**src/include/verify_defines.svh**
```systemverilog
// image format and CRC constants; changing the word size also needs new source word types
`ifndef VERIFY_DEFINES_SVH
`define VERIFY_DEFINES_SVH

//////////////////////////////
// crc-16
//////////////////////////////

// start value loaded at every accepted start
`define VERIFY_CRC_INIT 16'hffff

// reflected form of x^16 + x^12 + x^5 + 1, shifted lsb first
`define VERIFY_CRC_POLY 16'h8408

//////////////////////////////
// image header layout
//////////////////////////////

// counts above this stop the fetch with an error
`define VERIFY_MAX_COMPONENTS 5'd4

// size low, size high and count words
`define VERIFY_FIXED_HDR_BYTES 32'd6

// two words per component entry
`define VERIFY_COMP_BYTES 32'd4

//////////////////////////////
// source fifo
//////////////////////////////

// one 16-bit source word
`define VERIFY_WORD_BYTES 32'd2

`endif

```
**src/source/fetch_ctrl_pkg.sv**
```systemverilog
// fetch controller types; status bits are levels that hold until the next accepted start
package fetch_ctrl_pkg;

	//////////////////////////////
	// fsm states
	//////////////////////////////

	// REQ also covers the capture cycle of a word
	typedef enum logic [2:0] {
		S_IDLE   = 3'd0,
		S_REQ    = 3'd1,
		S_DECIDE = 3'd2,
		S_CRC    = 3'd3
	} fetch_state_e;

	//////////////////////////////
	// status
	//////////////////////////////

	// done and error are exclusive, busy drops when either is set
	typedef struct packed {
		logic busy;
		logic done;
		logic error;
	} verify_status_t;

endpackage

```
**src/source/image_fmt_pkg.sv**
```systemverilog
// image layout types; sizes are byte counts and words arrive low byte first in bits 7:0
package image_fmt_pkg;

	// one word from the source fifo
	typedef logic [15:0] img_word_t;

	// byte count of the whole image, trailing crc word included
	typedef logic [31:0] img_size_t;

	// number of component entries in the header
	typedef logic [4:0] comp_count_t;

	// count word layout, only the low 5 bits carry the count
	typedef struct packed {
		logic [10:0] reserved;
		comp_count_t comp_count;
	} count_view_t;

	// header word seen as raw crc input or as the count field
	typedef union packed {
		img_word_t raw;
		count_view_t count_view;
	} hdr_word_u;

	// position of a word inside the image
	typedef enum logic [2:0] {
		REG_SIZE_LO   = 3'd0,
		REG_SIZE_HI   = 3'd1,
		REG_COUNT     = 3'd2,
		REG_COMPONENT = 3'd3,
		REG_HDR_CRC   = 3'd4,
		REG_PAYLOAD   = 3'd5,
		REG_IMG_CRC   = 3'd6
	} word_region_e;

endpackage

```
**src/source/crc16_serial.sv**
```systemverilog
// reflected crc-16, one bit per clock lsb first, no final xor; crc_start must not overlap a fold
`timescale 1ns/1ps
`include "verify_defines.svh"

module crc16_serial (
	input  logic sys_clk,
	input  logic sys_nrst,
	input  logic init,
	input  logic word_valid,
	input  logic crc_start,
	input  image_fmt_pkg::img_word_t word,
	output logic crc_match,
	output logic crc_done
);

	image_fmt_pkg::img_word_t word_reg;
	logic [15:0] crc;
	logic [3:0] bit_cnt;
	logic running;
	logic feedback;

	assign feedback = crc[0] ^ word_reg[bit_cnt];

	// last of the 16 bit steps
	assign crc_done = running && (bit_cnt == 4'd15);

	always_ff @(posedge sys_clk) begin
		if (word_valid)
			word_reg <= word;
	end

	always_ff @(posedge sys_clk) begin
		if (!sys_nrst) begin
			crc <= `VERIFY_CRC_INIT;
			crc_match <= 1'b0;
			running <= 1'b0;
			bit_cnt <= '0;
		end else begin
			if (init)
				crc <= `VERIFY_CRC_INIT;
			else if (running)
				crc <= {1'b0, crc[15:1]} ^ (feedback ? `VERIFY_CRC_POLY : 16'h0000);

			// compare against the crc before this word is folded in
			if (word_valid)
				crc_match <= (crc == word);

			if (crc_start) begin
				running <= 1'b1;
				bit_cnt <= '0;
			end else if (running) begin
				bit_cnt <= bit_cnt + 4'd1;
				if (bit_cnt == 4'd15)
					running <= 1'b0;
			end
		end
	end

endmodule

```
**src/source/image_byte_counter.sv**
```systemverilog
// classifies the next word from bytes already read; size and count must be loaded before use
`timescale 1ns/1ps
`include "verify_defines.svh"

module image_byte_counter (
	input  logic sys_clk,
	input  logic sys_nrst,
	input  logic clear,
	input  logic word_valid,
	input  image_fmt_pkg::img_size_t img_size,
	input  image_fmt_pkg::comp_count_t comp_count,
	output image_fmt_pkg::word_region_e region_now,
	output image_fmt_pkg::word_region_e word_region
);

	image_fmt_pkg::img_size_t byte_cnt;
	image_fmt_pkg::img_size_t next_cnt;
	image_fmt_pkg::img_size_t hdr_crc_pos;

	// header crc follows the fixed words and the component entries
	assign hdr_crc_pos = `VERIFY_FIXED_HDR_BYTES + (32'(comp_count) * `VERIFY_COMP_BYTES);
	assign next_cnt = byte_cnt + `VERIFY_WORD_BYTES;

	//////////////////////////////
	// region of the next word
	//////////////////////////////

	always_comb begin
		if (byte_cnt == 32'd0)
			region_now = image_fmt_pkg::REG_SIZE_LO;
		else if (byte_cnt == `VERIFY_WORD_BYTES)
			region_now = image_fmt_pkg::REG_SIZE_HI;
		else if (byte_cnt < `VERIFY_FIXED_HDR_BYTES)
			region_now = image_fmt_pkg::REG_COUNT;
		else if (byte_cnt < hdr_crc_pos)
			region_now = image_fmt_pkg::REG_COMPONENT;
		else if (byte_cnt == hdr_crc_pos)
			region_now = image_fmt_pkg::REG_HDR_CRC;
		else if (next_cnt < img_size)
			region_now = image_fmt_pkg::REG_PAYLOAD;
		else
			// the word that reaches the image size
			region_now = image_fmt_pkg::REG_IMG_CRC;
	end

	always_ff @(posedge sys_clk) begin
		if (!sys_nrst) begin
			byte_cnt <= '0;
			word_region <= image_fmt_pkg::REG_SIZE_LO;
		end else if (clear) begin
			byte_cnt <= '0;
		end else if (word_valid) begin
			byte_cnt <= next_cnt;
			word_region <= region_now;
		end
	end

endmodule

```
**src/source/image_fetch_fsm.sv**
```systemverilog
// one word in flight at a time, 19 cycles per word without stalls; start is ignored while busy
`timescale 1ns/1ps

module image_fetch_fsm (
	input  logic sys_clk,
	input  logic sys_nrst,
	input  logic start,
	input  logic src_empty,
	output logic src_rd_en,
	output logic word_valid,
	output logic clear,
	output logic crc_start,
	input  image_fmt_pkg::word_region_e word_region,
	input  logic count_bad,
	input  logic crc_match,
	input  logic crc_done,
	output fetch_ctrl_pkg::verify_status_t status
);

	fetch_ctrl_pkg::fetch_state_e state;

	logic count_err;
	logic hdr_crc_err;
	logic last_word;

	//////////////////////////////
	// per word decision
	//////////////////////////////

	// word_region, count_bad and crc_match all settle in the capture cycle
	assign count_err   = (word_region == image_fmt_pkg::REG_COUNT) && count_bad;
	assign hdr_crc_err = (word_region == image_fmt_pkg::REG_HDR_CRC) && !crc_match;
	assign last_word   = (word_region == image_fmt_pkg::REG_IMG_CRC);

	// fold every word that does not end the run
	assign crc_start = (state == fetch_ctrl_pkg::S_DECIDE) && !count_err &&
		!hdr_crc_err && !last_word;

	// counter and crc restart together with the run
	assign clear = (state == fetch_ctrl_pkg::S_IDLE) && start;

	// single read per REQ visit, none while the captured word is pending
	assign src_rd_en = (state == fetch_ctrl_pkg::S_REQ) && !word_valid && !src_empty;

	//////////////////////////////
	// state and status
	//////////////////////////////

	always_ff @(posedge sys_clk) begin
		if (!sys_nrst) begin
			state <= fetch_ctrl_pkg::S_IDLE;
			word_valid <= 1'b0;
			status <= '0;
		end else begin
			// fifo data shows up one cycle after the read
			word_valid <= src_rd_en;

			case (state)
				fetch_ctrl_pkg::S_IDLE: begin
					if (start) begin
						status.busy <= 1'b1;
						status.done <= 1'b0;
						status.error <= 1'b0;
						state <= fetch_ctrl_pkg::S_REQ;
					end
				end

				fetch_ctrl_pkg::S_REQ: begin
					if (word_valid)
						state <= fetch_ctrl_pkg::S_DECIDE;
				end

				fetch_ctrl_pkg::S_DECIDE: begin
					if (count_err || hdr_crc_err) begin
						status.busy <= 1'b0;
						status.error <= 1'b1;
						state <= fetch_ctrl_pkg::S_IDLE;
					end else if (last_word) begin
						// running crc against the trailing image crc
						status.busy <= 1'b0;
						status.done <= crc_match;
						status.error <= !crc_match;
						state <= fetch_ctrl_pkg::S_IDLE;
					end else begin
						state <= fetch_ctrl_pkg::S_CRC;
					end
				end

				fetch_ctrl_pkg::S_CRC: begin
					if (crc_done)
						state <= fetch_ctrl_pkg::S_REQ;
				end

				default: begin
					state <= fetch_ctrl_pkg::S_IDLE;
				end
			endcase
		end
	end

endmodule

```
**src/source/image_header_regs.sv**
```systemverilog
// holds the size and count of the current image only; the count limit is tested nowhere else
`timescale 1ns/1ps
`include "verify_defines.svh"

module image_header_regs (
	input  logic sys_clk,
	input  logic sys_nrst,
	input  logic word_valid,
	input  image_fmt_pkg::word_region_e region_now,
	input  image_fmt_pkg::img_word_t word,
	output image_fmt_pkg::img_size_t img_size,
	output image_fmt_pkg::comp_count_t comp_count,
	output logic count_bad
);

	image_fmt_pkg::hdr_word_u hdr;

	// same bits, read as size half or as count field
	always_comb hdr.raw = word;

	//////////////////////////////
	// header fields
	//////////////////////////////

	always_ff @(posedge sys_clk) begin
		if (word_valid) begin
			case (region_now)
				image_fmt_pkg::REG_SIZE_LO: img_size[15:0] <= hdr.raw;
				image_fmt_pkg::REG_SIZE_HI: img_size[31:16] <= hdr.raw;
				image_fmt_pkg::REG_COUNT:   comp_count <= hdr.count_view.comp_count;
				default: ;
			endcase
		end
	end

	// limit check on the count word, read by the fsm in DECIDE
	always_ff @(posedge sys_clk) begin
		if (!sys_nrst)
			count_bad <= 1'b0;
		else if (word_valid && (region_now == image_fmt_pkg::REG_COUNT))
			count_bad <= (hdr.count_view.comp_count > `VERIFY_MAX_COMPONENTS);
	end

endmodule

```
**src/source/image_verify_top.sv**
```systemverilog
// source fifo must present data one cycle after src_rd_en; start is a single-cycle pulse
`timescale 1ns/1ps

module image_verify_top (
	input  logic sys_clk,
	input  logic sys_nrst,
	input  logic start,
	input  logic src_empty,
	input  image_fmt_pkg::img_word_t src_data,
	output logic src_rd_en,
	output fetch_ctrl_pkg::verify_status_t status
);

	logic word_valid;
	logic clear;
	logic crc_start;
	logic count_bad;
	logic crc_match;
	logic crc_done;
	image_fmt_pkg::word_region_e region_now;
	image_fmt_pkg::word_region_e word_region;
	image_fmt_pkg::img_size_t img_size;
	image_fmt_pkg::comp_count_t comp_count;

	//////////////////////////////
	// control
	//////////////////////////////

	image_fetch_fsm i_fsm (
		.sys_clk     (sys_clk),
		.sys_nrst    (sys_nrst),
		.start       (start),
		.src_empty   (src_empty),
		.src_rd_en   (src_rd_en),
		.word_valid  (word_valid),
		.clear       (clear),
		.crc_start   (crc_start),
		.word_region (word_region),
		.count_bad   (count_bad),
		.crc_match   (crc_match),
		.crc_done    (crc_done),
		.status      (status)
	);

	image_byte_counter i_counter (
		.sys_clk     (sys_clk),
		.sys_nrst    (sys_nrst),
		.clear       (clear),
		.word_valid  (word_valid),
		.img_size    (img_size),
		.comp_count  (comp_count),
		.region_now  (region_now),
		.word_region (word_region)
	);

	//////////////////////////////
	// datapath
	//////////////////////////////

	image_header_regs i_header (
		.sys_clk     (sys_clk),
		.sys_nrst    (sys_nrst),
		.word_valid  (word_valid),
		.region_now  (region_now),
		.word        (src_data),
		.img_size    (img_size),
		.comp_count  (comp_count),
		.count_bad   (count_bad)
	);

	// crc restarts with the byte count
	crc16_serial i_crc (
		.sys_clk     (sys_clk),
		.sys_nrst    (sys_nrst),
		.init        (clear),
		.word_valid  (word_valid),
		.crc_start   (crc_start),
		.word        (src_data),
		.crc_match   (crc_match),
		.crc_done    (crc_done)
	);

endmodule

```
**config.mk**
```make
export PLATFORM = sky130hd
export DESIGN_NAME = image_verify_top
export DESIGN_NICKNAME = d
export VERILOG_FILES = /design/src/source/fetch_ctrl_pkg.sv /design/src/source/image_fmt_pkg.sv /design/src/source/crc16_serial.sv /design/src/source/image_byte_counter.sv /design/src/source/image_fetch_fsm.sv /design/src/source/image_header_regs.sv /design/src/source/image_verify_top.sv
export VERILOG_INCLUDE_DIRS = /design/src /design/src/include
export SDC_FILE = /design/constraint.sdc
export NUM_CORES = 1
export LEC_CHECK = 0
export BUFFER_PORTS_ARGS = -buffer_cell sky130_fd_sc_hd__buf_4
export CAP_MARGIN = 20
export CORE_UTILIZATION = 64
export CTS_BUF_LIST = sky130_fd_sc_hd__clkbuf_8
export DETAILED_ROUTE_END_ITERATION = 8
export HOLD_SLACK_MARGIN = 0.02
export MAX_ROUTING_LAYER = met4
export PLACE_DENSITY = 0.82
export SLEW_MARGIN = 30
export SYNTH_ARGS = -nofsm -noshare
export SYNTH_HDL_FRONTEND = slang
export SYNTH_SLANG_ARGS = --single-unit
```
**constraint.sdc**
```tcl
create_clock -name sys_clk -period 4.2 [get_ports sys_clk]
set_input_delay 0 -clock sys_clk [delete_from_list [all_inputs] [get_ports sys_clk]]
set_output_delay 0 -clock sys_clk [all_outputs]
set_load 0.05 [all_outputs]
```
==> run_results.csv <==
group,metric,value,unit
clocking,clk_transition_reported_paths,0.07,ns
setup_path,reg2reg_to,"i_counter.word_region[0]",
hold_path,worstHoldPathType,"primary input to register",
synth,netlist_area,6264,µm²
timing,fmax,254.2,MHz
clocking,clk_path_buf_depth,2,
clocking,number_of_buffers_inserted_during_clock_tree_synthesis,17,
floorplanning,row_count,35,
synth,post-synth-top-area-cell,"edfxtp_1",
global_routing,grt_start_max_net_pins,40,
final_layout,biggestRegsByFlops,"i_header.img_size (32), i_counter.byte_cnt (31)",
timing,clock-skew-final,0.01043,ns
final_layout,drive_above_1_share,11.28,%
global_routing,via_count_of_the_first_global_routing_pass,4712,
clocking,cts.htree.levels,4,
timing,final_critical_path_setup_slack,0.2655,ns
synth,ys_top_cells_by_count,"63 x dfxtp_1, 57 x nand2_1, 55 x nor2_1",
timing,post-route-min-period,3.935,ns
floorplanning,core-area,9371,µm²
synth,ffs_w_async_s_r_synth,0,%
detailed_routing,vias,4723,
setup_path,cp.required,4.58,ns
job,cap_viol_max_count,0,
detailed_routing,drt-initial-drc-count,217,
synth,synth_largest_type_area_fraction,25.41,%
synth,most_repeated_cell_in_the_gate_level_netlist_after_synthesis,"dfxtp_1",
final_layout,largest_register,"i_header.img_size",
detailed_routing,wl,14.24,mm
timing,finalCritPeriodShare,93.68,%
synth,synth_edf_count,53,
floorplanning,dieHeight,100.9,µm
hold_path,holdPathEnd,"i_header.img_size[27]",
final_layout,antennaDiodeCount,0,
synth,synthesis.area_per_instance,10.10,µm²
detailed_routing,first_pass_iters,5,
placed_design,post-place-ws,0.3342,ns
synth,cells_after_synth,620,
synth,synth_top_flop_cell,"dfxtp_1",
timing,tightest_slew,0.6790,ns
floorplanning,design.die.area,10190,µm²
status,run_status,"finished, final reports clean",
clocking,clock_tree_from_tritoncts,"yes",
hold_path,timing.hold.worst.start,"src_data[11]",
power_and_ir_drop,power_leakage,2.846,nW
setup_path,r2r_slack,0.27,ns
detailed_routing,via_per_inst,5.882,
power_and_ir_drop,powerDensity,383.1,nW/µm²
global_routing,global_route_wire_length_before_repair,22.99,mm
global_routing,overall_track_demand_over_capacity_in_global_routing,31.40,%
floorplanning,fp.dieW,100.9,µm
synth,synth_fp_nets,686,
placed_design,io_buffer_count,23,
timing,final_hold_viol_count,0,
synth,yosys_warnings,0,
setup_path,critPathLaunchType,"register",
setup_path,worstRegToRegCells,12,
hold_path,cell_depth_of_the_worst_hold_path,2,
synth,synth.area.top_cells,"edfxtp_1 25%, dfxtp_1 20%, ha_1 9.2%, xor2_1 6.9%, xnor2_1 4.5%",
clocking,tritoncts_num_sinks,116,
setup_path,arrival,4.31,ns
synth,post_synth_num_cell_types,58,
timing,finalMaxSlewViolations,0,
clocking,clk-insertion-delay-late,0.44,ns
power_and_ir_drop,peakVddDrop,0.3959,mV
final_layout,syn_to_final_growth,14.10,%
global_routing,number_of_antenna_violations_at_the_first_check_in_global_routing,0,
timing,timing.slew.headroom,54.70,%
placed_design,hpwlAfterDp,9.754,mm
power_and_ir_drop,totalPowerFinal,0.002738,W
timing,setup_repair_after_global_routing_missed_its_margin,"false",
final_layout,design.final.nets,727,
synth,ys_seq_area_share,45.55,%
setup_path,regToRegStartpoint,"i_counter.byte_cnt[5]",
synth,count_of_state_elements_after_synthesis,116,
detailed_routing,post_drt_wl_per_cell,17.73,µm
placed_design,gp_congestion,0.8922,
placed_design,placedCellCount,751,
timing,fin_tns_setup,0,ns
floorplanning,boundaryPins,24,
global_routing,grt.overflow.total,0,
floorplanning,initial_utilization,66.84,%
detailed_routing,antenna_violating_nets_post_route,0,
timing,final_setup_vio_count,0,
detailed_routing,drc,0,
final_layout,largest_reg_flops,32,
clocking,post-cts-setup-buffers,0,
setup_path,timing_worst_setup_path_type,"register to register",
setup_path,worstPathMaxFanout,9,
setup_path,cp-end-kind,"register",
clocking,clock-root-buffer,"clkbuf_8",
final_layout,layout.cells.non_filler,803,
## per-stage QoR
step / cell area, µm² / hold slack, ns / util [%]
after floorplan: 6264 / 0.09887 / -
after CTS: 7141 / 0.3080 / 76.19
final: 7147 / 0.3155 / 76.26
after global routing: 7147 / 0.3284 / 76.26
after detailed placement: 6539 / 0.2233 / 69.77
after global placement: 6539 / 0.2263 / 69.77
## routing by layer
| layer | GRT usage, % | share of wire, % | vias to the layer above |
|---|---|---|---|
| li1 | - | - | 2259 |
| met1 | 37.01 | 41 | 2267 |
| met2 | 51.42 | 49 | 157 |
| met3 | 6.033 | 5.6 | 40 |
| met4 | 15.94 | 3.8 | 0 |
| met5 | - | 0 | - |
## cells by family (layout without fill, tap and decap cells)
logic type	Yosys count	in the layout	synth area share [%]
AOI/OAI and AO/OA	64	64	6.672
xor gates and xnor gates	82	82	11.59
adders and majority gates	46	46	9.189
buffers and inverters	68	122	4.295
DFF	116	116	45.55
muxes	22	22	4.315
and+or+nand+nor	222	222	18.40
## worst max path at each step
stage / startpoint / endpoint / slack [ns] / depth (start not counted)
6_report: i_counter.byte_cnt[5] / i_counter.word_region[0] / 0.27 / 12
5_1_grt: i_counter.byte_cnt[5] / i_counter.word_region[0] / 0.13 / 12
4_1_cts: i_counter.byte_cnt[5] / i_counter.word_region[0] / 0.24 / 12
3_5_place_dp: i_counter.byte_cnt[5] / i_counter.word_region[0] / 0.33 / 12
3_3_place_gp: i_counter.byte_cnt[3] / i_counter.word_region[0] / 0.50 / 12
2_1_floorplan: i_counter.byte_cnt[6] / i_header.img_size[16] / 0.62 / 5
## worst max-delay path, cell delays in order (launching register included)
cell and delay [ns]:
dfxtp_1 0.52, nand3_1 0.18, or4_1 0.73, nor4_4 0.44
nand3_1 0.14, xnor2_1 0.16, ha_1 0.34, nand4_1 0.17
nor2_1 0.07, a221oi_1 0.32, o211ai_1 0.21, o31ai_1 0.35
o221a_2 0.24
## cell usage in the layout (no fill, tap or decap), types with 4 or more instances in the layout
master | synthesis | layout
dfxtp_1 | 63 | 63
dlygate4sd3_1 | 0 | 20
nand3_1 | 24 | 24
inv_1 | 41 | 44
nor4_1 | 10 | 9
o211ai_1 | 4 | 4
nand4_1 | 21 | 21
clkbuf_8 | 0 | 21
ha_1 | 46 | 46
nand2b_1 | 4 | 4
and2_1 | 4 | 4
mux2i_1 | 18 | 18
edfxtp_1 | 53 | 53
buf_4 | 2 | 29
nand2_1 | 57 | 57
mux4_2 | 4 | 4
and4_1 | 4 | 4
a211o_1 | 4 | 4
or3_1 | 4 | 4
xnor2_1 | 32 | 32
o21ai_0 | 9 | 9
a21oi_1 | 23 | 23
nor3_1 | 9 | 8
nor2b_1 | 8 | 8
and3_1 | 5 | 5
nor2_1 | 55 | 55
xor2_1 | 49 | 49
## where the power goes
group          switching [W]  total [W]  internal, W
sequential         0.0000395    0.00128      0.00124
combinational       0.000261   0.000421     0.000159
clock               0.000456    0.00104     0.000582
total               0.000757    0.00274      0.00198
## repair_timing
action | in CTS | in global routing
resized for setup | 0 | 1
hold endpoints to repair | 70 | 0
setup endpoints to repair | 0 | 1
hold buffers | 20 | 0
## area by class of cell
class	instances	area (µm²)
Inverter	41	153.9
Multi-Input combinational cell	436	3159
Clock inverter	11	112.6
Fill cell	641	2225
Clock buffer	21	289.0
Sequential cell	116	2853
Timing Repair Buffer	49	417.9
Tap cell	129	161.4
Power figures use the tool's default switching activity.
